## config.mk

```make
export PLATFORM = sky130hd
export DESIGN_NAME = tag_match
export DESIGN_NICKNAME = d
export VERILOG_FILES = /design/src/hw/llc_cfg_pkg.sv /design/src/hw/tag_store_pkg.sv /design/src/hw/tag_match.sv
export SDC_FILE = /design/constraint.sdc
export NUM_CORES = 1
export LEC_CHECK = 0
export ABC_AREA = 1
export BUFFER_PORTS_ARGS = -buffer_cell sky130_fd_sc_hd__buf_2
export CORE_UTILIZATION = 30
export DETAILED_ROUTE_END_ITERATION = 8
export SLEW_MARGIN = 20
export SYNTH_ARGS = -nofsm -noshare
export SYNTH_HDL_FRONTEND = slang
export SYNTH_SLANG_ARGS = --single-unit
```

## constraint.sdc

```tcl
create_clock -name vclk -period 3.3
set_input_delay 0.33 -clock vclk [all_inputs]
set_output_delay 0.33 -clock vclk [all_outputs]
set_load 0.1 [all_outputs]
```

## src/hw/llc_cfg_pkg.sv

```systemverilog
package llc_cfg_pkg;

  // Cache geometry

  // Ways per set
  localparam int unsigned NumWays = 4;
  // Sets in every way
  localparam int unsigned NumSets = 16;
  // Width of the stored tag, without the status bits
  localparam int unsigned TagWidth = 10;
  // Cycles from a read strobe to valid read data
  localparam int unsigned TagLatency = 1;

  // Derived widths
  // Set index into one tag bank
  localparam int unsigned IndexWidth = (NumSets > 1) ? $clog2(NumSets) : 1;
  // Binary way number
  localparam int unsigned WayIdxWidth = (NumWays > 1) ? $clog2(NumWays) : 1;

  // Shared types

  // Set index, also the bank address
  typedef logic [IndexWidth-1:0] index_t;

  // Address tag of one line
  typedef logic [TagWidth-1:0] tag_t;

  // One bit per way, used for requests, hits and the chosen way
  typedef logic [NumWays-1:0] way_mask_t;

  // Way number in binary, selects one bank's read data
  typedef logic [WayIdxWidth-1:0] way_idx_t;

endpackage
```

## src/hw/tag_store_pkg.sv

```systemverilog
package tag_store_pkg;

  // Request kinds

  // Lookup compares and allocates on a miss
  // Flush reads one way and clears it
  typedef enum logic {
    Lookup = 1'b0,
    Flush  = 1'b1
  } store_mode_e;

  // Stored entry

  // Content of one way for one set
  typedef struct packed {
    // Line holds data
    logic              valid;
    // Line differs from memory
    logic              dirty;
    // Address tag of the line
    llc_cfg_pkg::tag_t tag;
  } tag_entry_t;

  // Request into the tag store
  typedef struct packed {
    // Lookup or Flush
    store_mode_e            mode;
    // Ways taking part, a single way for a Flush
    llc_cfg_pkg::way_mask_t way_mask;
    // Set to access
    llc_cfg_pkg::index_t    index;
    // Tag to compare against, or to allocate
    llc_cfg_pkg::tag_t      tag;
    // Access will dirty the line
    logic                   dirty;
  } store_req_t;

  // Response from the tag store
  typedef struct packed {
    // One-hot way the response refers to
    llc_cfg_pkg::way_mask_t way_mask;
    // Lookup found the tag
    logic                   hit;
    // Old line in way_mask must be written back
    logic                   evict;
    // Tag of the line to write back
    llc_cfg_pkg::tag_t      evict_tag;
  } store_res_t;

endpackage

```

## src/hw/tag_match.sv

```systemverilog
`timescale 1ns/1ps

module tag_match (
  input  tag_store_pkg::tag_entry_t [llc_cfg_pkg::NumWays-1:0] rdata_i,
  input  tag_store_pkg::store_req_t                             req_q_i,
  input  llc_cfg_pkg::way_mask_t                                victim_i,
  input  logic                                                  evict_i,
  output llc_cfg_pkg::way_mask_t                                hit_o,
  output llc_cfg_pkg::way_mask_t                                val_o,
  output llc_cfg_pkg::way_mask_t                                dirty_o,
  output logic                                                  sel_dirty_o,
  output tag_store_pkg::store_res_t                             res_o
);

  import llc_cfg_pkg::*;
  import tag_store_pkg::*;

  // Way the response points at, one-hot
  way_mask_t  res_way;
  // Same way in binary
  way_idx_t   res_idx;
  // Stored entry of that way
  tag_entry_t sel_entry;
  logic       any_hit;

  // Per-way compare of the read data against the registered request
  for (genvar w = 0; w < NumWays; w++) begin : gen_cmp
    assign val_o[w]   = rdata_i[w].valid;
    assign dirty_o[w] = rdata_i[w].dirty;
    // Only masked, valid ways with equal tag count
    assign hit_o[w]   = req_q_i.way_mask[w] & rdata_i[w].valid &
                        (rdata_i[w].tag == req_q_i.tag);
  end

  assign any_hit = |hit_o;

  // Flush names its way, a Lookup uses the hit way or else the victim
  always_comb begin
    if (req_q_i.mode == Flush) begin
      res_way = req_q_i.way_mask;
    end else if (any_hit) begin
      res_way = hit_o;
    end else begin
      res_way = victim_i;
    end
  end

  // One-hot to binary by OR of set positions
  always_comb begin
    res_idx = '0;
    for (int w = 0; w < NumWays; w++) begin
      if (res_way[w]) begin
        res_idx = res_idx | way_idx_t'(w);
      end
    end
  end

  assign sel_entry   = rdata_i[res_idx];
  // ctrl needs this to decide on the dirty update after a hit
  assign sel_dirty_o = sel_entry.dirty;

  // Response forming
  always_comb begin
    res_o          = '0;
    res_o.way_mask = res_way;
    if (req_q_i.mode == Flush) begin
      // Write back only what is valid and dirty
      res_o.evict     = sel_entry.valid & sel_entry.dirty;
      res_o.evict_tag = sel_entry.tag;
    end else if (any_hit) begin
      res_o.hit = 1'b1;
    end else begin
      // Miss, the victim's old line may need a write back
      res_o.evict     = evict_i;
      res_o.evict_tag = sel_entry.tag;
    end
  end

endmodule

```

# == Yosys cells after proc, flatten, opt, wreduce, memory -nomap -nowiden ==
# Index checks and enable logic that the tools add are counted.
# word_totals
ff_bits,0
out_inout_bits,29
# op_classes
n_lt_le_gt_ge,1
n_eq_ne,4
n_mux,11
bitwise_logic,9
reduce_logical,1
# ops
operator,count
equality test 10 bit,4
binary-select mux 12 bit (select 2 bit),1
two-way mux 11 bit,2
two-way mux 12 bit,1
AND 1 bit,9
two-way mux 4 bit,2
two-way mux 2 bit,2
OR reduction 4 bit,1
"less-than comparator 2 x 3 -> 1 bit, second input constant",1
two-way mux 1 bit,3

# == Longest topological paths before layout ==
# logic_depth
depth_word,12
ltp_mapped,19
ltp_nobuf,18

# == Worst setup path after synthesis ==
# Ideal clock, no wire load.
# synth_timing
path_kind,input-to-output
from,in req_q_i[2] (netlist bit)
to,out res_o[6] (netlist bit)
t_arrival_ns,3.782
t_required_ns,2.970
setup_slack_ns,-0.812
path_stages,15
n_path_buf,1
cell_sequence,inv_2 -> or2_0 -> nand3_1 -> nor2_1 -> nand3_2 -> inv_1 -> nor2_1 -> nand2_2 -> nand2_2 -> buf_6 -> clkinv_2 -> nor2_1 -> nor2_2 -> o21ai_1 -> a21oi_1
# synth_rtl
item,line_no,text
start: declaration,tag_match.sv:5,"input tag_store_pkg::store_req_t req_q_i,"
end: declaration,tag_match.sv:12,output tag_store_pkg::store_res_t res_o

==> results.md <==
* Sw Ratio at 68.75%
* Wire length per cell at 10.42 um
* Tmin final at 2761 ps
* Sw power at ~360 uW
* Maximum Capacitance Violations at 0
* Hold_buf cts at 0
* Initial Utilization at 31.21%
* Post-cts resize count at 0
* Power Internal at 165.0 uW
* Number of diodes at 0
* Postcts setup bufs at 0
* Total Power at between 500 and 600 uW
* # nets final at 474
* Seq pwr share at 0%
* Worst slew margin at between 60% and 70%
* Drt drc at 0
* Finish-stage setup viols at 0
* RSZ-0062 raised after global routing: no
* CP Data Required Time at between 2000 and 3000 ps
* Die area at roughly 5200 sq um
* Layout clock buffers at 0
* Grt ovf at 0
* Power Density at 246.2 nW/um^2
* Leak at 0.001370 uW
* Net Count, Synth at 389
* Die Span Y at 72.33 um
* IO Pins at about 100
* FFs & Latches at 0
* Routed WL at between 4000 and 5000 um
* Placed wire-length estimate at a little over 4000 um
* Layout cells sized above 1 at a little over a third
* DR iter-0 viols at 69
* Post-synthesis cell count at 316
* Drt pass-1 iters at 4
* Placement Cell Area at 2145 sq um
* Fmax at ~360 MHz
* Total GRT Usage at a little under a fifth
* Routability-driven placement congestion ratio at roughly 0.86
* Fill count at between 500 and 600
* # port buffers at between 90 and 100
* Reg area at 0 sq um
* Comb power frac at 100.0%
* Largest net degree at the start of global routing at 31
* Clk pwr share at 0%
* HP Class: input pin to output port
* Crit start category: input pin
* Syn avg cell area at 4.696 sq um
* Final Max Tran Viols at 0
* Leading area contributor after synthesis: nand2_1
* First-pass GRT wire length at 7797 um
* Die X at 72.33 um
* Vias per inst at 4.311
* Vias in the first global route at about 1,800
* Unique cell type count in the Yosys netlist at 27
* Crit path DAT at ~2400 ps
* Synth Cell Area at 1484 sq um
* Yosys top cell area share at 30.61%
* Setup crit end kind: output port
* Core area at 4755 sq um
* Detailed-route via count at 2,009
* Warnings from Yosys at 0
* Least-Margin Pin Slew at 491.1 ps
* Final period util at 83.66%
* Final Hold Vio Count at 0
* Initial antenna violation count at 0
* VDD IR max at approximately 0.00011 V
* Area occupied by multi-input gates at about 1100 sq um
* Std cell rows at 25
* Post-route ant nets at 0
* Part of the Yosys area used for sequential elements at 0%
* Crit Path Class: input pin to output port
* Post-route cell area at ~2100 sq um
* Crit path max fanout at 30
* Status: finished, final reports clean
* Largest cells by area after synthesis: nand2_1 31%, inv_1 14%, a21oi_1 7.1%, nor2_1 5.8%, buf_4 5.6%
* Syn-to-layout area delta at 44.52%
-- cells in the mapped netlist (3+ instances only) --
cell type	instances
nand3_1	11
a21oi_1	21
inv_2	11
o21ai_1	8
inv_1	57
nand2_1	121
o211ai_1	10
nand2_4	3
nor2_1	23
buf_6	3
xor2_1	3
nand2_2	9
xnor2_1	5
buf_4	11
-- through the flow --
| stage | setup slack (ps) | setup TNS (ps) | hold WS (ps) | util, % | instances |
|---|---|---|---|---|---|
| 2_1_floorplan | -443.0 | -2554 | 871.5 | - | 316 |
| 3_3_place_gp | 543.4 | 0 | 1041 | 45.11 | 466 |
| 3_5_place_dp | 535.1 | 0 | 1043 | 45.11 | 466 |
| 4_1_cts | 529.1 | 0 | 1043 | 45.11 | 466 |
| 5_1_grt | 346.0 | 0 | 1048 | 45.11 | 466 |
| 6_report | 539.2 | 0 | 1043 | 45.11 | 466 |
-- cell usage in the layout, fill, tap and decap left out, drive strengths merged --
cell / Yosys / routed
nand2: 133 / 133
buf: 14 / 99
inv: 68 / 66
nor2: 25 / 25
a21oi: 23 / 23
nand3: 13 / 13
o21ai: 11 / 11
o211ai: 10 / 10
xnor2: 5 / 5
or2: 4 / 4
xor2: 3 / 3
clkinvlp: 0 / 2
nand3b: 2 / 2
clkinv: 2 / 2
nand4: 1 / 1
-- layout make-up --
cell class | instances | share of cell area [%]
multi-input cells | 230 | 52.39
well taps | 67 | 3.909
inverters | 70 | 12.66
repair buffers | 99 | 31.04
-- final timing paths --
kind	to	depth (start not counted)	slack, ps	from
max	res_o[9]	16	540	req_q_i[2]
min	dirty_o[2]	2	1040	rdata_i[34]
-- layer usage --
layer  vias up  track usage [%]  share of wire (%)
li1       1105                -                  -
met1       848            26.29                 48
met2        56            31.26                 46
met3         0           0.6944                5.4
met4         0                0                  0
met5         -                0                  0
-- cells by family (layout without fill, tap and decap cells) --
| logic type | count (synthesis) | after routing | share of synthesized area, % |
|---|---|---|---|
| buf+inv | 86 | 169 | 26.14 |
| simple gates | 178 | 178 | 51.85 |
| compound gates | 44 | 44 | 17.29 |
| xor+xnor | 8 | 8 | 4.722 |
-- worst max-delay path, cell delays in order --
cell and delay (ps):
buf_2 130, inv_2 70, or2_0 110, nand3_1 100, nor2_1 160, nand3_2 140, nand2_2 100, nor2_4 50
nand2_2 50, nand2_2 60, nand2_4 110, nand2_4 220, inv_2 240, o21ai_1 80, a21oi_1 270, buf_12 220
-- power by group through the flow --
stage	clock, uW	sequential, uW	combinational (uW)
after global placement	0	0	527
after global routing	0	0	562
after detailed placement	0	0	529
final	0	0	528
after CTS	0	0	531
after floorplan	0	0	367
Note: power is estimated with default switching activity, not from simulation.
