File: src/hw/llc_cfg_pkg.sv
package llc_cfg_pkg;

  // Cache geometry

  // Ways per set
  localparam int unsigned NumWays = 4;
  // Sets in every way
  localparam int unsigned NumSets = 16;
  // Width of the stored tag, without the status bits
  localparam int unsigned TagWidth = 10;
  // Cycles from a read strobe to valid read data
  localparam int unsigned TagLatency = 1;

  // Derived widths
  // Set index into one tag bank
  localparam int unsigned IndexWidth = (NumSets > 1) ? $clog2(NumSets) : 1;
  // Binary way number
  localparam int unsigned WayIdxWidth = (NumWays > 1) ? $clog2(NumWays) : 1;

  // Shared types

  // Set index, also the bank address
  typedef logic [IndexWidth-1:0] index_t;

  // Address tag of one line
  typedef logic [TagWidth-1:0] tag_t;

  // One bit per way, used for requests, hits and the chosen way
  typedef logic [NumWays-1:0] way_mask_t;

  // Way number in binary, selects one bank's read data
  typedef logic [WayIdxWidth-1:0] way_idx_t;

endpackage
File: src/hw/tag_store_pkg.sv
package tag_store_pkg;

  // Request kinds

  // Lookup compares and allocates on a miss
  // Flush reads one way and clears it
  typedef enum logic {
    Lookup = 1'b0,
    Flush  = 1'b1
  } store_mode_e;

  // Stored entry

  // Content of one way for one set
  typedef struct packed {
    // Line holds data
    logic              valid;
    // Line differs from memory
    logic              dirty;
    // Address tag of the line
    llc_cfg_pkg::tag_t tag;
  } tag_entry_t;

  // Request into the tag store
  typedef struct packed {
    // Lookup or Flush
    store_mode_e            mode;
    // Ways taking part, a single way for a Flush
    llc_cfg_pkg::way_mask_t way_mask;
    // Set to access
    llc_cfg_pkg::index_t    index;
    // Tag to compare against, or to allocate
    llc_cfg_pkg::tag_t      tag;
    // Access will dirty the line
    logic                   dirty;
  } store_req_t;

  // Response from the tag store
  typedef struct packed {
    // One-hot way the response refers to
    llc_cfg_pkg::way_mask_t way_mask;
    // Lookup found the tag
    logic                   hit;
    // Old line in way_mask must be written back
    logic                   evict;
    // Tag of the line to write back
    llc_cfg_pkg::tag_t      evict_tag;
  } store_res_t;

endpackage

File: src/hw/resp_spill_reg.sv
`timescale 1ns/1ps

module resp_spill_reg (
  input  logic                      clk_i,
  input  logic                      rst_i,
  input  logic                      valid_i,
  output logic                      ready_o,
  input  tag_store_pkg::store_res_t data_i,
  output logic                      valid_o,
  input  logic                      ready_i,
  output tag_store_pkg::store_res_t data_o
);

  import tag_store_pkg::*;

  // Slot occupied
  logic       full_q;
  // Held response
  store_res_t data_q;
  logic       load;

  // Room when empty, or when the held item leaves this cycle
  assign ready_o = ~full_q | ready_i;
  assign load    = valid_i & ready_o;

  always_ff @(posedge clk_i) begin
    if (rst_i) begin
      full_q <= 1'b0;
    end else if (load) begin
      full_q <= 1'b1;
    end else if (ready_i) begin
      // Drained with nothing new behind it
      full_q <= 1'b0;
    end
  end

  // Stays put while the consumer stalls
  always_ff @(posedge clk_i) begin
    if (load) begin
      data_q <= data_i;
    end
  end

  assign valid_o = full_q;
  assign data_o  = data_q;

endmodule

File: config.mk
export PLATFORM = sky130hd
export DESIGN_NAME = resp_spill_reg
export DESIGN_NICKNAME = d
export VERILOG_FILES = /design/src/hw/llc_cfg_pkg.sv /design/src/hw/tag_store_pkg.sv /design/src/hw/resp_spill_reg.sv
export SDC_FILE = /design/constraint.sdc
export NUM_CORES = 1
export LEC_CHECK = 0
export ABC_AREA = 1
export BUFFER_PORTS_ARGS = -buffer_cell sky130_fd_sc_hd__buf_2
export CAP_MARGIN = 20
export CORE_MARGIN = 5
export CORE_UTILIZATION = 30
export DETAILED_ROUTE_END_ITERATION = 8
export GPL_TIMING_DRIVEN = 0
export MAX_ROUTING_LAYER = met4
export SYNTH_ARGS = -nofsm -noshare
export SYNTH_HDL_FRONTEND = slang
export SYNTH_SLANG_ARGS = --single-unit
export TNS_END_PERCENT = 1
File: constraint.sdc
create_clock -name clk_i -period 1.85 [get_ports clk_i]
set_input_delay 0.185 -clock clk_i [delete_from_list [all_inputs] [get_ports clk_i]]
set_output_delay 0.185 -clock clk_i [all_outputs]
set_load 0.03 [all_outputs]
# Word-level counts from Yosys, hierarchy flattened
# Index checks and enable logic that the tools add are counted.
dict set report totals {
  register_bits 17
  latchBits 0
  ram_bits 0
  romBits 0
  input_bits 20
  out_inout_bits 18
  elab_cells 11
  mem_count 0
}
dict set report classes {
  add_sub_neg 0
  n_mul 0
  div 0
  n_lt_le_gt_ge 0
  eq_ne 0
  shifts 0
  muxes 2
  bitwise 3
  n_reduce_logical 1
}
# op count
set op_table {}
lappend op_table {{$mux 1} 2}
lappend op_table {{$reduce_bool 2->1} 1}
lappend op_table {{$and 1x1->1} 1}
lappend op_table {{$not 1->1} 1}
lappend op_table {{$or 1x1->1} 1}

# Logic depth before layout (Yosys ltp)
dict set report depth {
  depth_word 4
  ltp_mapped 3
  depth_no_buf 3
}

# Worst setup path after synthesis
# Ideal clock, no wire load.
dict set report synth_path {
  path_kind {reg-to-reg}
  from {reg full_q, in the netlist valid_o}
  to {reg data_q (netlist bit data_o[0]), enable pin}
  setup_ns 0.394
  arrival_time_ns 1.306
  setup_slack_ns 0.150
  stages_incl_launch_ff 2
  path_buffers 0
  period_less_slack_ns 1.700
  cell_sequence {dfxtp_1 > a21oi_1}
}
dict set report synth_via {
  elab_chain_len 3
}
# element line
set synth_lines {}
lappend synth_lines {{start, declared} resp_spill_reg.sv:17} ;# logic full_q;
lappend synth_lines {{start signal, assigned} resp_spill_reg.sv:28} ;# full_q <= 1'b0;
lappend synth_lines {{start signal, assigned} resp_spill_reg.sv:30} ;# full_q <= 1'b1;
lappend synth_lines {{start signal, assigned} resp_spill_reg.sv:33} ;# full_q <= 1'b0;
lappend synth_lines {{$not 1->1} resp_spill_reg.sv:23} ;# assign ready_o = ~full_q | ready_i;
lappend synth_lines {{$or 1x1->1} resp_spill_reg.sv:23}
lappend synth_lines {{$and 1x1->1} resp_spill_reg.sv:24} ;# assign load = valid_i & ready_o;
lappend synth_lines {{via load} resp_spill_reg.sv:20} ;# logic load;
lappend synth_lines {{end signal, assigned} resp_spill_reg.sv:40} ;# data_q <= data_i;
lappend synth_lines {{end, declared} resp_spill_reg.sv:19} ;# store_res_t data_q;
# The timed path passes the listed nets, and every way through them passes these cells.
# A chain may end at the register's enable or synchronous reset.

# Final worst setup path
dict set report layout_path {
  from {reg full_q, in the netlist valid_o}
  to {reg data_q (netlist bit data_o[10]), enable pin}
}
# The elaborated chain is that of the path after synthesis.

==> qor.csv <==
stage,metric,value,unit
outcome,status,completed,
logic_synthesis,avgSynthCellArea,24.0,µm²
global_route,grt_pass1_vias,347,
logic_synthesis,yosys.area.top_type_share,91.0,%
floorplan,die_w,52.0,µm
logic_synthesis,synth-xor-area-share,0,%
detailed_routing,drtIter0Drc,6,
detailed_routing,wl,1070,µm
timing,report.final.slew_viol_count,0,
logic_synthesis,ys_seq_elements,17,
finish,design_area,783,µm²
power,peakVddDrop,0.530,mV
timing,slew_headroom,59.8,%
setup_path,path_cells,"a21oi_2, buf_4",
logic_synthesis,yosys-top-cells-area,"edfxtp_1, dfxtp_1, a21oi_2, nand2_2, a21oi_1",
logic_synthesis,synth_top_family_by_area,compound AO/OA/AOI/OAI gates,
global_route,grt-ovfl-total,0,
placement,post_dp_cell_area,752,µm²
timing,setup_violations,0,
setup_path,setup.worst_path.class,reg -> reg,
setup_path,path_buf_inv,1,
clock_network,cts_hold_buf,0,
floorplan,initial_core_util,30.9,%
timing,rsz0062_at_grt,no,
timing,fin_crit_sh,76.3,%
logic_synthesis,synth_top_area_cell,edfxtp_1,
logic_synthesis,synth_cells,22,
global_route,grt_use_total,8.30,%
power,seqPwrFrac,60.4,%
power,intPower,0.559,mW
logic_synthesis,synth_area,528,µm²
floorplan,io-pin-count,38,
timing,max_freq,708,MHz
placement,gp_congestion,0.687,
detailed_routing,via_per_inst,3.80,
setup_path,critPathArrivalTime,1.41,ns
global_route,grt_pass1_wl,1530,µm
setup_path,required,1.85,ns
job,max_cap_violations,0,
logic_synthesis,synth-simple-area-share,1.18,%
detailed_routing,post_drt_wl_per_cell,12.0,µm
clock_network,cts.sinks,17,
timing,skew,0.0156,ns
setup_path,slowest_stage,a21oi_2,
logic_synthesis,synthAdderAreaFrac,0,%
clock_network,cts_root_buffer,clkbuf_4,
floorplan,row_count,15,
finish,n_antenna_cell,0,
logic_synthesis,synth_ff_type,edfxtp_1,
min_path,hp-class,in -> reg,
detailed_routing,vias,338,
timing,worstMarginPinSlew,0.602,ns
detailed_routing,ant_nets,0,
clock_network,cts_buffers,3,
floorplan,die-height,52.0,µm
clock_network,ctsResizeCount,0,
logic_synthesis,synth.mux.area_fraction,0,%
power,p_sw,0.189,mW
timing,hold_viol_final,0,
finish,area_delta_synth_final,48.3,%
clock_network,clock_path_buffers,2,
floorplan,fp.coreArea,0.00171,mm²
power,switching_share,25.3,%
global_route,antenna_found_initial,0,
finish,drive_above_1_share,71.9,%
logic_synthesis,syn_nets,42,
timing,tns,0,ns
logic_synthesis,synth_seq_area_share,94.8,%
clock_network,path_clk_slew,0.11,ns
logic_synthesis,synth_cell_type_count,7,
placement,portBuffers,37,
power,p_total,0.749,mW
timing,fin_crit,1.41,ns
setup_path,max_stage_delay,0.50,ns
setup_path,crit_family,compound AO/OA/AOI/OAI gates,
logic_synthesis,yosysWarningCount,0,
setup_path,cp_max_fo,11,
clock_network,cts_tree,yes,
power,pwr_density_cell,956,mW/mm²
clock_network,cts_setup_buffers,0,
detailed_routing,drc,0,
clock_network,clk_latency,0.29,ns
logic_synthesis,synth-compound-area-share,2.61,%
power,clkPwrFrac,25.9,%
power,comb_power_share,13.7,%
floorplan,fp.dieArea,0.00270,mm²
global_route,grt_max_degree,12,
finish,nets,85,
detailed_routing,dr.pass1.iters,3,
logic_synthesis,synthMostInstantiatedCell,edfxtp_1,
clock_network,htree_levels,1,
power,leakage,0.346,nW
setup_path,critPathLaunchType,flip-flop,
setup_path,worstSetupEndpointType,flip-flop,
logic_synthesis,async_flop_share,0,%
logic_synthesis,synth_edf_count,16,
placed cells by master, fill, tap and decap left out:
cell type | netlist | layout
buf_2 | 0 | 37
edfxtp_1 | 16 | 16
clkbuf_4 | 0 | 3
a21oi_2 | 1 | 2
inv_2 | 1 | 1
inv_1 | 1 | 1
nand2_2 | 1 | 1
clkinv_2 | 0 | 1
buf_4 | 0 | 1
dfxtp_1 | 1 | 1
worst reg2reg max path, cell delays in order, from the launching register on:
cell	delay (ns)
dfxtp_1	0.36
a21oi_2	0.50
buf_4	0.26
power by group through the flow:
stage                     Combinational (mW)  Clock (mW)  Sequential (mW)
after global routing                   0.109       0.216            0.454
after global placement                 0.100           0            0.461
final                                  0.102       0.194            0.452
after floorplan                       0.0125           0            0.508
after CTS                              0.104       0.201            0.452
after detailed placement               0.104           0            0.461
layer usage:
metal	global-route usage, %	vias to the layer above	wire length, µm
met5	-	-	0
met4	5.24	0	0
met3	3.44	0	122
met2	12.6	25	511
met1	8.96	147	431
li1	-	166	-
through the flow:
step | hold WS (ns) | std cells | setup slack [ns] | util (%)
floorplan | 0.247 | 22 | 0.150 | -
global placement | 0.345 | 84 | 0.00831 | 43.6
detailed placement | 0.349 | 85 | 0.0920 | 44.0
CTS | 0.0267 | 89 | 0.0626 | 45.6
global route | 0.0194 | 89 | 0.369 | 45.9
finish | 0.0335 | 89 | 0.438 | 45.9
layout make-up:
type	count	area [µm²]
Timing Repair Buffer	38	193
Inverter	2	7.51
Fill cell	167	925
Clock buffer	3	22.5
Tap cell	25	31.3
Multi-Input combinational cell	3	23.8
Clock inverter	1	5.00
Sequential cell	17	500
kinds of logic (layout without fill, tap and decap cells):
kind of cell / Yosys count / count (layout)
compound gates: 2 / 2
buf+inv: 2 / 44
flops: 17 / 17
simple gates: 1 / 1
worst paths after layout:
check / startpoint / to / slack (ns) / cells past startpoint
max: valid_o / data_o[10] / 0.44 / 2
min: rst_i / valid_o / 0.03 / 2
max reg2reg: valid_o / data_o[10] / 0.44 / 2
min reg2reg: valid_o / valid_o / 0.52 / 2
registers in the layout, summed over array words and instances (netlist names):
signal   count
valid_o      1
data_o      16
(Power assumes the default switching activity.)
