===== src/hw/llc_cfg_pkg.sv =====
package llc_cfg_pkg;

  // Cache geometry

  // Ways per set
  localparam int unsigned NumWays = 4;
  // Sets in every way
  localparam int unsigned NumSets = 16;
  // Width of the stored tag, without the status bits
  localparam int unsigned TagWidth = 10;
  // Cycles from a read strobe to valid read data
  localparam int unsigned TagLatency = 1;

  // Derived widths
  // Set index into one tag bank
  localparam int unsigned IndexWidth = (NumSets > 1) ? $clog2(NumSets) : 1;
  // Binary way number
  localparam int unsigned WayIdxWidth = (NumWays > 1) ? $clog2(NumWays) : 1;

  // Shared types

  // Set index, also the bank address
  typedef logic [IndexWidth-1:0] index_t;

  // Address tag of one line
  typedef logic [TagWidth-1:0] tag_t;

  // One bit per way, used for requests, hits and the chosen way
  typedef logic [NumWays-1:0] way_mask_t;

  // Way number in binary, selects one bank's read data
  typedef logic [WayIdxWidth-1:0] way_idx_t;

endpackage

===== src/hw/tag_store_pkg.sv =====
package tag_store_pkg;

  // Request kinds

  // Lookup compares and allocates on a miss
  // Flush reads one way and clears it
  typedef enum logic {
    Lookup = 1'b0,
    Flush  = 1'b1
  } store_mode_e;

  // Stored entry

  // Content of one way for one set
  typedef struct packed {
    // Line holds data
    logic              valid;
    // Line differs from memory
    logic              dirty;
    // Address tag of the line
    llc_cfg_pkg::tag_t tag;
  } tag_entry_t;

  // Request into the tag store
  typedef struct packed {
    // Lookup or Flush
    store_mode_e            mode;
    // Ways taking part, a single way for a Flush
    llc_cfg_pkg::way_mask_t way_mask;
    // Set to access
    llc_cfg_pkg::index_t    index;
    // Tag to compare against, or to allocate
    llc_cfg_pkg::tag_t      tag;
    // Access will dirty the line
    logic                   dirty;
  } store_req_t;

  // Response from the tag store
  typedef struct packed {
    // One-hot way the response refers to
    llc_cfg_pkg::way_mask_t way_mask;
    // Lookup found the tag
    logic                   hit;
    // Old line in way_mask must be written back
    logic                   evict;
    // Tag of the line to write back
    llc_cfg_pkg::tag_t      evict_tag;
  } store_res_t;

endpackage


===== src/hw/tag_store_ctrl.sv =====
`timescale 1ns/1ps

module tag_store_ctrl (
  input  logic                      clk_i,
  input  logic                      rst_i,
  input  tag_store_pkg::store_req_t req_i,
  input  logic                      valid_i,
  input  llc_cfg_pkg::way_mask_t    rvalid_i,
  input  llc_cfg_pkg::way_mask_t    hit_i,
  input  logic                      sel_dirty_i,
  input  llc_cfg_pkg::way_mask_t    res_way_i,
  input  logic                      victim_valid_i,
  input  logic                      res_ready_i,
  output logic                      ready_o,
  output tag_store_pkg::store_req_t req_q_o,
  output llc_cfg_pkg::way_mask_t    ram_req_o,
  output llc_cfg_pkg::way_mask_t    ram_we_o,
  output llc_cfg_pkg::index_t       ram_index_o,
  output tag_store_pkg::tag_entry_t ram_wdata_o,
  output logic                      evict_req_o,
  output logic                      res_valid_o
);

  import llc_cfg_pkg::*;
  import tag_store_pkg::*;

  // Busy from acceptance until the response is taken
  logic       busy_q;
  logic       busy_d;
  // Request under work
  store_req_t req_q;
  logic       load_req;
  // Read token held until the response leaves
  way_mask_t  rvalid_q;
  // Victim already chosen for this miss
  logic       victim_held_q;
  logic       data_valid;
  logic       res_take;

  // Read data is fresh or still held
  assign data_valid = (|rvalid_i) | (|rvalid_q);
  assign res_take   = res_valid_o & res_ready_i;

  always_comb begin : proc_ctrl
    busy_d      = busy_q;
    ready_o     = 1'b0;
    load_req    = 1'b0;
    res_valid_o = 1'b0;
    evict_req_o = 1'b0;
    ram_req_o   = '0;
    ram_we_o    = '0;
    ram_index_o = '0;
    ram_wdata_o = '0;

    if (!busy_q) begin
      // Idle, take any request and read its ways
      ready_o = 1'b1;
      if (valid_i) begin
        busy_d      = 1'b1;
        load_req    = 1'b1;
        ram_req_o   = req_i.way_mask;
        ram_index_o = req_i.index;
      end
    end else if (req_q.mode == Lookup) begin
      if (data_valid) begin
        if (|hit_i) begin
          res_valid_o = 1'b1;
        end else begin
          // Miss needs a victim, ask only once
          evict_req_o = ~victim_held_q;
          res_valid_o = victim_valid_i | victim_held_q;
        end
      end

      // Update the array once the response is taken
      if (res_valid_o && res_ready_i) begin
        if (|hit_i) begin
          if (req_q.dirty && !sel_dirty_i) begin
            // Clean line becomes dirty
            ram_req_o   = res_way_i;
            ram_we_o    = res_way_i;
            ram_index_o = req_q.index;
            ram_wdata_o = '{valid: 1'b1, dirty: 1'b1, tag: req_q.tag};
            busy_d      = 1'b0;
          end else if (valid_i && (req_i.mode == Lookup)) begin
            // Nothing to write, chain the next Lookup
            ready_o     = 1'b1;
            load_req    = 1'b1;
            ram_req_o   = req_i.way_mask;
            ram_index_o = req_i.index;
          end else begin
            busy_d = 1'b0;
          end
        end else begin
          // Allocate the new tag in the victim way
          ram_req_o   = res_way_i;
          ram_we_o    = res_way_i;
          ram_index_o = req_q.index;
          ram_wdata_o = '{valid: 1'b1, dirty: req_q.dirty, tag: req_q.tag};
          busy_d      = 1'b0;
        end
      end
    end else begin
      // Flush answers as soon as the way is read
      if (data_valid) begin
        res_valid_o = 1'b1;
      end
      // Clear the entry once the response is taken
      if (res_valid_o && res_ready_i) begin
        ram_req_o   = req_q.way_mask;
        ram_we_o    = req_q.way_mask;
        ram_index_o = req_q.index;
        ram_wdata_o = '0;
        busy_d      = 1'b0;
      end
    end
  end

  always_ff @(posedge clk_i) begin
    if (rst_i) begin
      busy_q        <= 1'b0;
      rvalid_q      <= '0;
      victim_held_q <= 1'b0;
    end else begin
      busy_q <= busy_d;
      // Taking the response ends the token, a chained read brings a new one
      if (res_take) begin
        rvalid_q <= '0;
      end else if (|rvalid_i) begin
        rvalid_q <= rvalid_i;
      end
      if (res_take) begin
        victim_held_q <= 1'b0;
      end else if (evict_req_o && victim_valid_i) begin
        victim_held_q <= 1'b1;
      end
    end
  end

  // Request payload
  always_ff @(posedge clk_i) begin
    if (load_req) begin
      req_q <= req_i;
    end
  end

  assign req_q_o = req_q;

endmodule


===== config.mk =====
export PLATFORM = sky130hd
export DESIGN_NAME = tag_store_ctrl
export DESIGN_NICKNAME = d
export VERILOG_FILES = /design/src/hw/llc_cfg_pkg.sv /design/src/hw/tag_store_pkg.sv /design/src/hw/tag_store_ctrl.sv
export SDC_FILE = /design/constraint.sdc
export NUM_CORES = 1
export LEC_CHECK = 0
export BUFFER_PORTS_ARGS = -buffer_cell sky130_fd_sc_hd__buf_2
export CORE_MARGIN = 2
export CORE_UTILIZATION = 40
export CTS_BUF_LIST = sky130_fd_sc_hd__clkbuf_16
export CTS_CLUSTER_SIZE = 20
export DETAILED_ROUTE_END_ITERATION = 12
export PLACE_DENSITY_LB_ADDON = 0.1
export RECOVER_POWER = 25
export SLEW_MARGIN = 20
export SYNTH_ARGS = -nofsm -noshare
export SYNTH_HDL_FRONTEND = slang
export SYNTH_SLANG_ARGS = --single-unit

===== constraint.sdc =====
create_clock -name clk_i -period 4.4 [get_ports clk_i]
set_input_delay 0.44 -clock clk_i [delete_from_list [all_inputs] [get_ports clk_i]]
set_output_delay 0.44 -clock clk_i [all_outputs]
set_load 0.01 [all_outputs]

== Word level (Yosys, flattened, before mapping) ==
Index checks and enable logic that the tools add are counted.

* Muxes and demuxes: 51
* Bitwise operators: 5
* Reduce and logical (&&, ||, !) cells: 10

{| class="wikitable"
|+ Operators by type and width
! kind !! count
|-
| 4-bit two-way mux || 21
|-
| 12-bit two-way mux || 5
|-
| 1-bit two-way mux || 25
|-
| 4-bit OR reduction || 3
|-
| 1-bit logical AND || 5
|-
| 1-bit inverter || 2
|-
| 1-bit bitwise OR || 2
|-
| 2-bit OR reduction || 1
|-
| 1-bit bitwise AND || 1
|-
| 1-bit zero test || 1
|}

* Register bits after elaboration: 26
* Input port bits: 38
* Output and inout bits: 47
* Logic and storage cells: 74

== Depth between registers and ports, before layout ==
* Depth after elaboration: 9
* Depth in mapped cells: 6
* Gate-level depth less buffers: 4

== Least setup slack after synthesis ==
Ideal clock, no wire load.

* Kind: input-to-output
* Start: in hit_i[0]
* End: out ram_req_o[0]
* Arrival: 2.408 ns
* Data required time: 3.960 ns
* Path slack: 1.552 ns
* Stages: 5
* Buffers on the path: 1
* Cells stage by stage: or4_1 buf_2 nand4b_1 o32ai_2 a221o_1

* Cells in the longest elaborated chain, start to end: 9
* Elaborated cells on any way between the ends: 10
* Classes of those cells: 8 x mux; 2 x reduce/logical

{| class="wikitable"
|+ Ends and longest elaborated chain
! item !! line !! text
|-
| from (decl) || tag_store_ctrl.sv:9 || <nowiki>input llc_cfg_pkg::way_mask_t hit_i,</nowiki>
|-
| 4-bit OR reduction * || tag_store_ctrl.sv:66, tag_store_ctrl.sv:77 ||
|-
| 1-bit two-way mux || tag_store_ctrl.sv:66 || <nowiki>if (|hit_i) begin</nowiki>
|-
| 1-bit two-way mux || tag_store_ctrl.sv:65 || <nowiki>if (data_valid) begin</nowiki>
|-
| 1-bit two-way mux || tag_store_ctrl.sv:64 || <nowiki>end else if (req_q.mode == Lookup) begin</nowiki>
|-
| 1-bit two-way mux || tag_store_ctrl.sv:55 || <nowiki>if (!busy_q) begin</nowiki>
|-
| 1-bit logical AND || tag_store_ctrl.sv:76 || <nowiki>if (res_valid_o && res_ready_i) begin</nowiki>
|-
| 4-bit two-way mux * || tag_store_ctrl.sv:76 ||
|-
| 4-bit two-way mux * || tag_store_ctrl.sv:64 ||
|-
| 4-bit two-way mux * || tag_store_ctrl.sv:55 ||
|-
| to (decl) || tag_store_ctrl.sv:16 || <nowiki>output llc_cfg_pkg::way_mask_t ram_req_o,</nowiki>
|}

Mark *: on every way between the ends. The rest lies on a longest branch, timed or not. The select of a mux whose other input is x is not followed.

== Worst setup path in the final report ==
* Start: reg rvalid_q[3]
* End: out ram_req_o[0]

* Cells in the longest elaborated chain, start to end: 9
* Elaborated cells on any way between the ends: 14
* Classes of those cells: 10 x mux; 1 x bitwise; 3 x reduce/logical

{| class="wikitable"
|+ Ends and longest elaborated chain
! item !! line !! text
|-
| from (decl) || tag_store_ctrl.sv:34 || <nowiki>way_mask_t rvalid_q;</nowiki>
|-
| from (signal assigned) || tag_store_ctrl.sv:130 || <nowiki>rvalid_q <= rvalid_i;</nowiki>
|-
| 4-bit OR reduction * || tag_store_ctrl.sv:41 || <nowiki>assign data_valid = (|rvalid_i) | (|rvalid_q);</nowiki>
|-
| 1-bit bitwise OR * || tag_store_ctrl.sv:41 ||
|-
| 1-bit two-way mux, on equally long branches || tag_store_ctrl.sv:65, tag_store_ctrl.sv:105 ||
|-
| 1-bit two-way mux || tag_store_ctrl.sv:64 ||
|-
| 1-bit two-way mux || tag_store_ctrl.sv:55 ||
|-
| 1-bit logical AND, on equally long branches || tag_store_ctrl.sv:76, tag_store_ctrl.sv:109 ||
|-
| 4-bit two-way mux, on equally long branches || tag_store_ctrl.sv:76, tag_store_ctrl.sv:109 ||
|-
| 4-bit two-way mux * || tag_store_ctrl.sv:64 ||
|-
| 4-bit two-way mux * || tag_store_ctrl.sv:55 ||
|}

Marks and branches as above.

==> impl_metrics.yaml <==
grt:
  grt.overflow.total: 0
  antenna_found_initial: 0
  grt_max_degree: 26
  grt_use_total: 0.162
  grt_pass1_vias: 977
  grt_pass1_wl_um: 4260
clock_tree:
  clkSinkCount: 26
  path_clk_slew_ps: 60
  postCtsSetupBuffers: 0
  cts_resized: 0
  cts_tree: "done"
  clk_latency_ps: 260
  cts-htree-levels: 1
  clk_path_buf_depth: 2
  root_buffer: "clkbuf_16"
  cts_hold_repair.buffers: 0
  cts_made_buffers: 3
detailed_routing:
  routed-via-count: 1120
  wl_um: 2910
  routed_via_density: 5.02
  routedWlPerCell_um: 13.0
  drtAntennaViolNets: 0
  drc: 0
  drt_iter0_drc: 38
  drtPass1Iterations: 4
pwr:
  leakagePower_nw: 0.840
  peakVddDrop_uv: 175
  cellPowerDensity_nw_per_um2: 330
setup_path:
  cpPeakStageDelay_ps: 600
  path_max_fanout: 25
  required_ps: 3960
  worstPathCellList: "or4_1 > o21ai_4 > o32ai_4 > buf_4 > a221o_1 > buf_2"
  cp-start-kind: "flip-flop"
  arrival_ps: 2410
  worst-setup-path-type: "reg2out"
  endpoint_kind: "output port"
  cp_slowest_cell: "or4_1"
layout:
  diodes: 0
  syn_to_final_growth_pct: 43.2
  final.fill_count: 256
  final_core_util: 0.590
  drive_gt1_frac: 0.453
  fin_nets: 229
timing:
  tightest_slew_ps: 544
  hold_violations: 0
  slew_headroom: 0.634
  fmaxAchievable_ghz: 0.351
  setup_viol: 0
  rsz0062_at_grt: "false"
  post-route-period-util: 0.648
  fin_crit_ps: 2850
  holdWs_ps: 360
  tns_ps: 0
  slew_viol_final: 0
  fin_worst_skew_ps: 5.61
place:
  io_buffers: 84
  hpwl_um: 2310
  gp_congestion: 0.834
die:
  die_area_um2: 3530
  io_pins: 85
  rows: 20
  die_h_um: 59.4
  die_w_um: 59.4
  core-area_um2: 2980
  initial_utilization: 0.412
synthesis:
  synth.area.top_cells: "edfxtp_1, dfxtp_1, and2_1"
  synth_top_cell_area_share: 0.489
  async_flop_share: 0
  synthCells: 104
  synthesis.nets: 142
  syn-cell-area_um2: 1230
  synth_seq_cells: 26
  synth_edf_count: 20
  yosysTopAreaCell: "edfxtp_1"
  synth_common_cells: "edfxtp_1, and2_1, nor2_1, nand2_1"
  avgSynthCellArea_um2: 11.8
  yosysMostFrequentCell: "edfxtp_1"
  synth-seq-area-share: 0.587
  ys_warn_count: 0
  yosysUniqueCellTypes: 31
  ys.flop_type: "edfxtp_1"
min_path:
  min_path_type: "in2reg"
job:
  drv_cap: 0
status:
  status: "complete, no violations"
registers in the layout (all words and copies together), names as in the netlist:
name and cells:
victim_held_q 1, req_q_o 20, rvalid_q 4, busy_q 1
cell type report:
type                    count  area (um2)  area share
flip-flops and latches     26         721       0.410
multi-input cells          70         479       0.273
repair buffers             85         419       0.238
clock buffers               3        75.1      0.0427
well taps                  33        41.3      0.0235
inverters                   5        18.8      0.0107
clock inverters             1        3.75     0.00214
stage by stage:
step / cells / setup WS (ps) / cell area, um2 / power [W]
floorplan: 104 / 1550 / 1230 / 0.000342
global placement: 219 / 1630 / 1690 / 0.000388
detailed placement: 219 / 1580 / 1690 / 0.000390
CTS: 223 / 1530 / 1770 / 0.000589
global route: 223 / 1410 / 1760 / 0.000610
finish: 223 / 1550 / 1760 / 0.000580
cells by family (layout without fill, tap and decap cells):
group / after synthesis / in the layout / synth area share
AOI/OAI and AO/OA: 25 / 25 / 0.166
buffers and inverters: 8 / 94 / 0.0316
DFF: 26 / 26 / 0.587
muxes: 1 / 1 / 0.0122
and+or+nand+nor: 44 / 44 / 0.203
path summary, 6_finish.rpt:
kind / slack [ps] / depth (start not counted) / to / from
hold reg to reg: 490 / 2 / rvalid_q[1] / rvalid_q[1]
setup / recovery: 1550 / 6 / ram_req_o[0] / rvalid_q[3]
setup reg to reg: 2470 / 4 / req_q_o[16] / req_q_o[19]
hold / removal: 360 / 1 / req_q_o[0] / req_i[0]
worst max-delay path, delay by kind of cell, from the launching register on:
| kind | cells | cell delay (ps) |
|---|---|---|
| buf+inv | 2 | 390 |
| compound gates | 3 | 840 |
| flops | 1 | 310 |
| simple gates | 1 | 600 |
cell usage in the layout, fill, tap and decap left out, types with 2 or more instances in the layout:
cell type  synthesis  routed
a21oi_1            5       5
a22o_1             6       6
a221o_1            2       2
a21o_1             3       3
inv_1              5       5
clkbuf_16          0       3
nand2b_1           2       2
buf_2              1      77
nor4_1             3       3
dfxtp_1            6       6
clkbuf_1           1       7
nor2_1            11      11
and2_1            12      12
nand2_1            8       8
or4_1              2       2
edfxtp_1          20      20
o21ai_0            2       2
routing by layer:
| layer | vias to the layer above | GRT usage | part of all wire |
|---|---|---|---|
| met2 | 41 | 0.270 | 0.49 |
| li1 | 562 | - | - |
| met3 | 0 | 0.0437 | 0.066 |
| met1 | 517 | 0.208 | 0.44 |
| met5 | - | 0 | 0 |
| met4 | 0 | 0.0390 | 0 |
report_power, final:
group	leakage [nW]	internal [W]	total, W	switching (W)
clock	0.0385	0.000121	0.000197	0.0000753
sequential	0.241	0.000282	0.000292	0.00000937
combinational	0.561	0.0000406	0.0000912	0.0000506
total	0.840	0.000444	0.000580	0.000135
No activity file was read; power rests on OpenSTA's default activity.
