==> config.mk <==
export PLATFORM = sky130hd
export DESIGN_NAME = tag_array
export DESIGN_NICKNAME = d
export VERILOG_FILES = /design/src/hw/llc_cfg_pkg.sv /design/src/hw/tag_store_pkg.sv /design/src/hw/tag_array.sv
export SDC_FILE = /design/constraint.sdc
export NUM_CORES = 1
export LEC_CHECK = 0
export BUFFER_PORTS_ARGS = -buffer_cell sky130_fd_sc_hd__buf_2
export CORE_MARGIN = 1
export CORE_UTILIZATION = 40
export DETAILED_ROUTE_END_ITERATION = 8
export GPL_TIMING_DRIVEN = 0
export PLACE_DENSITY_LB_ADDON = 0.3
export SYNTH_ARGS = -nofsm -noshare
export SYNTH_HDL_FRONTEND = slang
export SYNTH_SLANG_ARGS = --single-unit
==> constraint.sdc <==
create_clock -name clk_i -period 3.3 [get_ports clk_i]
set_clock_uncertainty 0.2 [all_clocks]
set_input_delay 0.495 -clock clk_i [delete_from_list [all_inputs] [get_ports clk_i]]
set_output_delay 0.495 -clock clk_i [all_outputs]
set_load 0.02 [all_outputs]
==> src/hw/llc_cfg_pkg.sv <==
package llc_cfg_pkg;

  // Cache geometry

  // Ways per set
  localparam int unsigned NumWays = 4;
  // Sets in every way
  localparam int unsigned NumSets = 16;
  // Width of the stored tag, without the status bits
  localparam int unsigned TagWidth = 10;
  // Cycles from a read strobe to valid read data
  localparam int unsigned TagLatency = 1;

  // Derived widths
  // Set index into one tag bank
  localparam int unsigned IndexWidth = (NumSets > 1) ? $clog2(NumSets) : 1;
  // Binary way number
  localparam int unsigned WayIdxWidth = (NumWays > 1) ? $clog2(NumWays) : 1;

  // Shared types

  // Set index, also the bank address
  typedef logic [IndexWidth-1:0] index_t;

  // Address tag of one line
  typedef logic [TagWidth-1:0] tag_t;

  // One bit per way, used for requests, hits and the chosen way
  typedef logic [NumWays-1:0] way_mask_t;

  // Way number in binary, selects one bank's read data
  typedef logic [WayIdxWidth-1:0] way_idx_t;

endpackage
==> src/hw/tag_store_pkg.sv <==
package tag_store_pkg;

  // Request kinds

  // Lookup compares and allocates on a miss
  // Flush reads one way and clears it
  typedef enum logic {
    Lookup = 1'b0,
    Flush  = 1'b1
  } store_mode_e;

  // Stored entry

  // Content of one way for one set
  typedef struct packed {
    // Line holds data
    logic              valid;
    // Line differs from memory
    logic              dirty;
    // Address tag of the line
    llc_cfg_pkg::tag_t tag;
  } tag_entry_t;

  // Request into the tag store
  typedef struct packed {
    // Lookup or Flush
    store_mode_e            mode;
    // Ways taking part, a single way for a Flush
    llc_cfg_pkg::way_mask_t way_mask;
    // Set to access
    llc_cfg_pkg::index_t    index;
    // Tag to compare against, or to allocate
    llc_cfg_pkg::tag_t      tag;
    // Access will dirty the line
    logic                   dirty;
  } store_req_t;

  // Response from the tag store
  typedef struct packed {
    // One-hot way the response refers to
    llc_cfg_pkg::way_mask_t way_mask;
    // Lookup found the tag
    logic                   hit;
    // Old line in way_mask must be written back
    logic                   evict;
    // Tag of the line to write back
    llc_cfg_pkg::tag_t      evict_tag;
  } store_res_t;

endpackage

==> src/hw/tag_array.sv <==
`timescale 1ns/1ps

module tag_array (
  input  logic                                                  clk_i,
  input  logic                                                  rst_i,
  input  llc_cfg_pkg::way_mask_t                                req_i,
  input  llc_cfg_pkg::way_mask_t                                we_i,
  input  llc_cfg_pkg::index_t                                   index_i,
  input  tag_store_pkg::tag_entry_t                             wdata_i,
  output tag_store_pkg::tag_entry_t [llc_cfg_pkg::NumWays-1:0] rdata_o,
  output llc_cfg_pkg::way_mask_t                                rvalid_o
);

  import llc_cfg_pkg::*;
  import tag_store_pkg::*;

  // One bank per way, all banks share index and write data
  for (genvar w = 0; w < NumWays; w++) begin : gen_way
    // Entries of this way, one per set
    tag_entry_t            mem_q  [NumSets];
    // Read data stages
    tag_entry_t            data_q [TagLatency];
    // Read-valid token stages
    logic [TagLatency-1:0] tok_q;
    logic                  rd_en;
    logic                  wr_en;

    // Strobe without write enable is a read
    assign rd_en = req_i[w] & ~we_i[w];
    assign wr_en = req_i[w] & we_i[w];

    // Storage, empty after reset
    always_ff @(posedge clk_i) begin
      if (rst_i) begin
        for (int s = 0; s < NumSets; s++) begin
          mem_q[s] <= '0;
        end
      end else if (wr_en) begin
        mem_q[index_i] <= wdata_i;
      end
    end

    // Token travels alongside the data, one pulse per read
    always_ff @(posedge clk_i) begin
      if (rst_i) begin
        tok_q <= '0;
      end else begin
        tok_q[0] <= rd_en;
        for (int k = 1; k < TagLatency; k++) begin
          tok_q[k] <= tok_q[k-1];
        end
      end
    end

    // Stages only advance with their token
    // Last stage keeps its value until the next read arrives
    always_ff @(posedge clk_i) begin
      if (rd_en) begin
        data_q[0] <= mem_q[index_i];
      end
      for (int k = 1; k < TagLatency; k++) begin
        if (tok_q[k-1]) begin
          data_q[k] <= data_q[k-1];
        end
      end
    end

    assign rdata_o[w]  = data_q[TagLatency-1];
    assign rvalid_o[w] = tok_q[TagLatency-1];
  end

endmodule

Yosys cells after proc, flatten, opt, wreduce, memory -nomap -nowiden
Memory sizes are Yosys's and may differ from the RTL's. Cells that the tools add are included.

Register bits: 4. Bits in writable memories: 816. Input port bits: 26. Output and inout port bits: 52. Logic and storage cells: 62. Memories: 8.

Multiplexer cells: 34. Bitwise logic cells: 12. Reduce and logical (&&, ||, !) cells: 4.

Memory list: gen_way[0].mem_q (words 16, bits a word 12, rd ports 1, clocked after Yosys merged registers in 0, write ports 16, RTL line tag_array.sv:20) `tag_entry_t mem_q [NumSets];`; gen_way[1].mem_q (words 16, bits a word 12, rd ports 1, clocked after Yosys merged registers in 0, write ports 16, RTL line tag_array.sv:20); gen_way[2].mem_q (words 16, bits a word 12, rd ports 1, clocked after Yosys merged registers in 0, write ports 16, RTL line tag_array.sv:20); gen_way[3].mem_q (words 16, bits a word 12, rd ports 1, clocked after Yosys merged registers in 0, write ports 16, RTL line tag_array.sv:20); gen_way[0].data_q (words 1, bits a word 12, rd ports 1, clocked after Yosys merged registers in 0, write ports 1, RTL line tag_array.sv:22) `tag_entry_t data_q [TagLatency];`; gen_way[1].data_q (words 1, bits a word 12, rd ports 1, clocked after Yosys merged registers in 0, write ports 1, RTL line tag_array.sv:22); 2 more memories.

Operator list (number): $mux 12 (4); $reduce_or 12->1 (4); $mux 1 (26); $mux 4 (4); $and 1x1->1 (8); $not 1->1 (4).

Longest topological paths before layout
Gate-level depths: netlist (run 1).

Word-level depth: 6. Mapped depth: 7. Gate-level depth less buffers: 3.

Least setup slack after synthesis (run 1)
OpenSTA, ideal clock, no wires.

Kind: input -> register. Start point: in index_i[1]. End point: mem gen_way[1].mem_q[3][0] (netlist name) (enable). Setup time: 0.383 ns. Arrival time: 2.043 ns. Data required time: 2.717 ns. Slack: 0.673 ns. Stages: 6. Path buffers: 4. Cells stage by stage: buf_2 buf_2 buf_2 nand3_1 buf_2 o21bai_1.

RTL lines: start: declaration (RTL line tag_array.sv:8) `input llc_cfg_pkg::index_t index_i,`; end: declaration (RTL line tag_array.sv:20).

==> impl_metrics.tcl, run 1 <==
set metrics [dict create \
    status "finished clean" \
    yosys.area_share.simple_pct 12.0 \
    grt_overflow 0 \
    ys_types 29 \
    clk_pin_slew_ns 0.06 \
    die_h_um 299 \
    synth_area_um2 35300 \
    netlist_instances 2337 \
    dpl.cell_count 3569 \
    worst_slew_pin_slew_ns 1.44 \
    use_met1_pct 31.4 \
    async_flop_share_pct 0 \
    drt_first_pass_iters 9 \
    yosys.area.top_type "edfxtp_1" \
    antenna_found_initial 1 \
    yosysSeqAreaShare_pct 69.6 \
    drive_above_1_share_pct 21.7 \
    ys.warnings.count 0 \
    syn2layout_area_growth_pct 13.6 \
    drv_cap 0 \
    critPathMostFrequentCell "clkbuf_1" \
    power.density_nw_per_um2 593 \
    ios 78 \
    setup_viol 0 \
    slew_viol_final 0 \
    crit_end "gen_way[2].mem_q[11][8]" \
    synth_xor_area_share_pct 0 \
    grt_usage_pct 24.5 \
    crit_type "input pin to register" \
    dp.final_hpwl_mm 75.1 \
    port_buffers 75 \
    synth_top_family_by_area "multiplexers" \
    grt_max_degree 15 \
    r2r-end "gen_way[0].data_q[0][0]" \
    root_buffer "clkbuf_16" \
    synth_mux_area_share_pct 12.2 \
    cts_hold_buf 0 \
    top_usage_layer "met2" \
    grt_pass1_wl_mm 155 \
    irDropWorstVdd_mv 0.407 \
    synth_fa_ha_area_share_pct 0 \
    core_um2 87200 \
    fin_crit_sh_pct 94.6 \
    viasPerCell 5.82 \
    cts_setup_buffers 0 \
    max_freq_mhz 320 \
    leakagePower_uw 0.0130 \
    cts.sinks 820 \
    rows 108 \
    use_met3_pct 7.68 \
    drc 0 \
    tritoncts "built" \
    fp.dieW_um 299 \
    routedWlPerCell_um 29.4 \
    r2r_cells 3 \
    synth_area_leaders "edfxtp_1 69%, mux4_2 12%, nor2_1 6.4%" \
    most-common-layout-cells "816 x edfxtp_1, 603 x nor2_1, 192 x mux4_2" \
    startpoint "rst_i" \
    endpoint_kind "register" \
    crit_chain "buf_2 > clkbuf_1 > clkbuf_2 > clkbuf_1 > a21o_1" \
    ctsResizeCount 0 \
    h-tree-depth 3 \
    fin_nets 2530 \
    relSlewSlack_pct 3.86 \
    rr_startpoint "gen_way[0].mem_q[3][0]" \
    slowest_delay_ns 0.71 \
    cts_made_buffers 86 \
    crit_fanout 12 \
    synth-main-ff-cell "edfxtp_1" \
    worstHoldPathType "input pin to register" \
    synth-seq-cells 820 \
    worstPathArrival_ns 3.20 \
    die_area_um2 89500 \
    drtIter0Drc 2815 \
    grt_pass1_vias 22100 \
    vias 21700 \
    crit_required_ns 3.38 \
    clock_latency_ns 0.65 \
    start_kind "input pin" \
    start_util_pct 40.5 \
    rsz0062_at_grt "false" \
    period_minus_slack_ns 3.12 \
    routabilityCongestion 0.941 \
    post-route-util_pct 46.1 \
    met2_usage_pct 38.6 \
    drt_wl_total_mm 110 \
    cts_buffer_depth 3 \
    rrSetupSlack_ns 1.43 \
    syn_avg_cell_area_um2 15.1 \
    synth_top_area_share_pct 69.3 \
    hold_viol 0 \
    layout_commonest_cell "edfxtp_1" \
    synth_edf_count 816 \
    syn_nets 2363 \
    synth_compound_area_share_pct 3.10 \
    ant_nets 0 \
    slowest_stage "clkbuf_1" \
    final_cells 3737 \
]
==> stage by stage <==
step           total power (uW)  setup WS [ns]  area [um2]  hold slack, ns  setup TNS (ns)
2_1_floorplan             13400          0.673       35300           0.510               0
3_3_place_gp              14100         -0.893       37200           0.558         -206.37
3_5_place_dp              14200         -0.603       37300           0.543         -146.89
4_1_cts                   23800         0.0772       40100          0.0805               0
5_1_grt                   24300          0.133       40100          0.0969               0
6_report                  23800          0.179       40200           0.102               0
==> worst min path at each step <==
stage	start	end	slack [ns]	depth (start not counted)
finish	we_i[3]	gen_way[3].data_q[0][11]	0.10	2
global route	we_i[3]	gen_way[3].data_q[0][11]	0.1	2
CTS	we_i[3]	gen_way[3].data_q[0][11]	0.08	2
detailed placement	gen_way[0].mem_q[12][2]	gen_way[0].data_q[0][2]	0.54	3
global placement	gen_way[0].mem_q[12][2]	gen_way[0].data_q[0][2]	0.56	3
floorplan	gen_way[0].mem_q[14][0]	gen_way[0].data_q[0][0]	0.51	3
==> critical path, delay by kind of cell <==
kind,cells,cell delay (ns)
buf+inv,4,2.07
compound gates,1,0.60
==> routing by layer <==
| layer | up-vias | share of wire (%) |
|---|---|---|
| li1 | 8950 | - |
| met1 | 11200 | 37 |
| met2 | 1318 | 47 |
| met3 | 245 | 11 |
| met4 | 3 | 3.9 |
| met5 | - | 0.097 |
==> kinds of logic (layout without fill, tap and decap cells) <==
family,Yosys count,count (layout)
AOI/OAI and AO/OA,146,146
and+or+nand+nor,954,954
other,0,10
muxes,192,192
buffers and inverters,225,460
DFF,820,820
==> where the power goes <==
part / switching (uW) / internal, uW
sequential: 153 / 12000
clock: 4190 / 5650
combinational: 1190 / 610
total: 5530 / 18300
==> cells in the mapped netlist (10+ instances only) <==
| master | instances |
|---|---|
| o21bai_1 | 42 |
| buf_2 | 70 |
| or2_2 | 14 |
| buf_6 | 18 |
| nor2_1 | 603 |
| nand2_1 | 122 |
| nor2_2 | 10 |
| nor2b_1 | 10 |
| a22oi_1 | 96 |
| edfxtp_1 | 816 |
| clkbuf_1 | 118 |
| mux4_2 | 192 |
| and2_1 | 169 |
==> area by class of cell <==
| cell class | count | area [um2] |
|---|---|---|
| Antenna cell | 10 | 25.0 |
| Buffer | 225 | 1100 |
| Clock buffer | 109 | 2290 |
| Clock inverter | 47 | 522 |
| Fill cell | 7619 | 47000 |
| Multi-Input combinational cell | 1292 | 9770 |
| Sequential cell | 820 | 24600 |
| Tap cell | 1155 | 1450 |
| Timing Repair Buffer | 79 | 417 |
==> sequential cells by signal (all words and copies together) (netlist names) <==
register / count
gen_way.tok_q: 4
gen_way.data_q: 48
gen_way.mem_q: 768
Note: power is estimated with default switching activity, not from simulation.
==> run 2: changes to the inputs <==
--- a/config.mk
+++ b/config.mk
@@ -8,6 +8,7 @@
 export BUFFER_PORTS_ARGS = -buffer_cell sky130_fd_sc_hd__buf_2
 export CORE_MARGIN = 1
 export CORE_UTILIZATION = 40
+export CTS_BUF_LIST = sky130_fd_sc_hd__clkbuf_2 sky130_fd_sc_hd__clkbuf_4 sky130_fd_sc_hd__clkbuf_8
 export DETAILED_ROUTE_END_ITERATION = 8
 export GPL_TIMING_DRIVEN = 0
 export PLACE_DENSITY_LB_ADDON = 0.3
==> run 2 against run 1 <==
The flow now finishes with violations (setup timing). Final cell count increased by 2.8%. Critical path depth unchanged. Sequential share of layout area decreased by 0.19 points. Highest routed layer unchanged. Fmax decreased by 6.9%. Sequential power about the same. Die area unchanged. Register-to-register slack improved by 0.02 ns. Clock power decreased by 5.3%.
==> impl_metrics.tcl, run 2 (synthesis results as in run 1) <==
set metrics [dict create \
    status "finished with violations" \
    violations "setup timing" \
    fin_crit_sh_pct 102 \
    rrSetupSlack_ns 1.45 \
    worst_slew_pin_slew_ns 1.46 \
    fin_nets 2599 \
    startpoint "rst_i" \
    grt_usage_pct 24.7 \
    crit_fanout 12 \
    slowest_stage "clkbuf_1" \
    antenna_found_initial 3 \
    slowest_delay_ns 0.99 \
    multiInputGateArea_um2 9770 \
    dp.final_hpwl_mm 75.1 \
    max_freq_mhz 298 \
    start_util_pct 40.5 \
    start_kind "input pin" \
    ios 78 \
    worstHoldPathType "input pin to register" \
    crit_type "input pin to register" \
    seqCellArea_um2 24600 \
    worst_slack_ns -0.0540 \
    cts_buffer_depth 3 \
    routabilityCongestion 0.941 \
    placed_area_um2 37300 \
    root_buffer "clkbuf_8" \
    die_h_um 299 \
    drt_wl_total_mm 110 \
    rsz0062_at_grt "false" \
    h-tree-depth 4 \
    grt_max_degree 17 \
    vias 22100 \
    drc 0 \
    r2r-end "gen_way[2].data_q[0][7]" \
    dpl.cell_count 3569 \
    crit_required_ns 3.54 \
    setup_viol 28 \
    most-common-layout-cells "816 x edfxtp_1, 603 x nor2_1, 192 x mux4_2" \
    relSlewSlack_pct 2.78 \
    clock_latency_ns 0.83 \
    slew_viol_final 0 \
    irDropWorstVdd_mv 0.353 \
    die_area_um2 89500 \
    rows 108 \
    clk_pin_slew_ns 0.05 \
    grt_pass1_wl_mm 156 \
    grt_overflow 0 \
    critPathMostFrequentCell "clkbuf_1" \
    syn2layout_area_growth_pct 14.0 \
    ctsResizeCount 0 \
    drv_cap 0 \
    leakagePower_uw 0.0132 \
    worstPathArrival_ns 3.59 \
    period_minus_slack_ns 3.35 \
    drive_above_1_share_pct 24.4 \
    largest_reg_flops 768 \
    cts_made_buffers 143 \
    hold_viol 0 \
    drt_first_pass_iters 7 \
    port_buffers 75 \
    r2r_cells 3 \
    crit_chain "buf_2 > clkbuf_1 > clkbuf_1 > clkbuf_1 > a21o_1" \
    tritoncts "built" \
    cts.sinks 820 \
    cts_setup_buffers 0 \
    whs_path_depth 2 \
    fillers 7694 \
    finalInstanceArea_um2 40300 \
    core_um2 87200 \
    fp.dieW_um 299 \
    crit_end "gen_way[2].mem_q[11][0]" \
    routedWlPerCell_um 28.8 \
    endpoint_kind "register" \
    regMostFlops "gen_way.mem_q" \
    final_cells 3840 \
    rr_startpoint "gen_way[2].mem_q[11][7]" \
    reg_top3 "gen_way.mem_q (768), gen_way.data_q (48), gen_way.tok_q (4)" \
    viasPerCell 5.75 \
    power.density_nw_per_um2 579 \
    layout_commonest_cell "edfxtp_1" \
    grt_pass1_vias 22600 \
    drtIter0Drc 2789 \
    ant_nets 0 \
]
-- run 2: cell count changes in the layout (fill, tap and decap cells not counted), moves of 3 or more --
cell           change
clkbuf_4          +44
dlygate4sd3_1     +14
clkinvlp_4         +3
clkinv_2           -4
clkinv_1          +17
diode_2            -5
clkinv_8           +3
clkbuf_8         +146
clkbuf_1          -17
clkbuf_16         -86
bufinv_16          -6
-- run 2: cell type report --
type / instances / share of cell area (%)
Clock buffer: 195 / 5.98
Buffer: 225 / 2.74
Clock inverter: 57 / 1.03
Tap cell: 1155 / 3.59
Sequential cell: 820 / 61.0
Antenna cell: 5 / 0.0311
Multi-Input combinational cell: 1292 / 24.3
Timing Repair Buffer: 91 / 1.35
-- run 2: metrics by stage --
| step | hold slack (ns) | util, % | TNS (ns) | total power, uW | worst slack (ns) |
|---|---|---|---|---|---|
| finish | 0.0343 | 46.2 | -0.608 | 23300 | -0.0540 |
| detailed placement | 0.543 | 42.8 | -146.89 | 14200 | -0.603 |
| CTS | 0.00814 | 46.2 | 0 | 23400 | 0.275 |
| global placement | 0.558 | 42.6 | -206.37 | 14100 | -0.893 |
| global route | 0.0176 | 46.2 | 0 | 23900 | 0.0958 |
| floorplan | 0.510 | - | 0 | 13400 | 0.673 |
-- run 2: worst min-delay path by stage --
stage / from / to
after floorplan: gen_way[0].mem_q[14][0] / gen_way[0].data_q[0][0]
after global placement: gen_way[0].mem_q[12][2] / gen_way[0].data_q[0][2]
after detailed placement: gen_way[0].mem_q[12][2] / gen_way[0].data_q[0][2]
after CTS: req_i[3] / gen_way[3].data_q[0][0]
after global routing: req_i[3] / gen_way[3].data_q[0][0]
final: req_i[3] / gen_way[3].data_q[0][0]
-- run 2: per-layer routing --
metal  vias up  GRT usage [%]  share of wire [%]
li1       9089              -                  -
met2      1344           38.9                 47
met4         2           10.4                3.8
met1     11400           30.8                 37
met5         -              0               0.12
met3       266           9.28                 12
-- run 2: timing repair --
item / CTS / global route
endpoints found under the hold margin: 54 / 0
hold buffers: 14 / 0
endpoints found under the setup margin: 0 / 0
-- run 2: worst max-delay path, delay by kind of cell --
kind / cells / cell delay [ns]
AOI/OAI and AO/OA: 1 / 0.60
buffers and inverters: 4 / 2.48
-- run 2: power by group --
group / total, uW / switching, uW / internal [uW]
Sequential: 12200 / 152 / 12000
Clock: 9320 / 4320 / 5000
Combinational: 1810 / 1190 / 619
Total: 23300 / 5660 / 17600
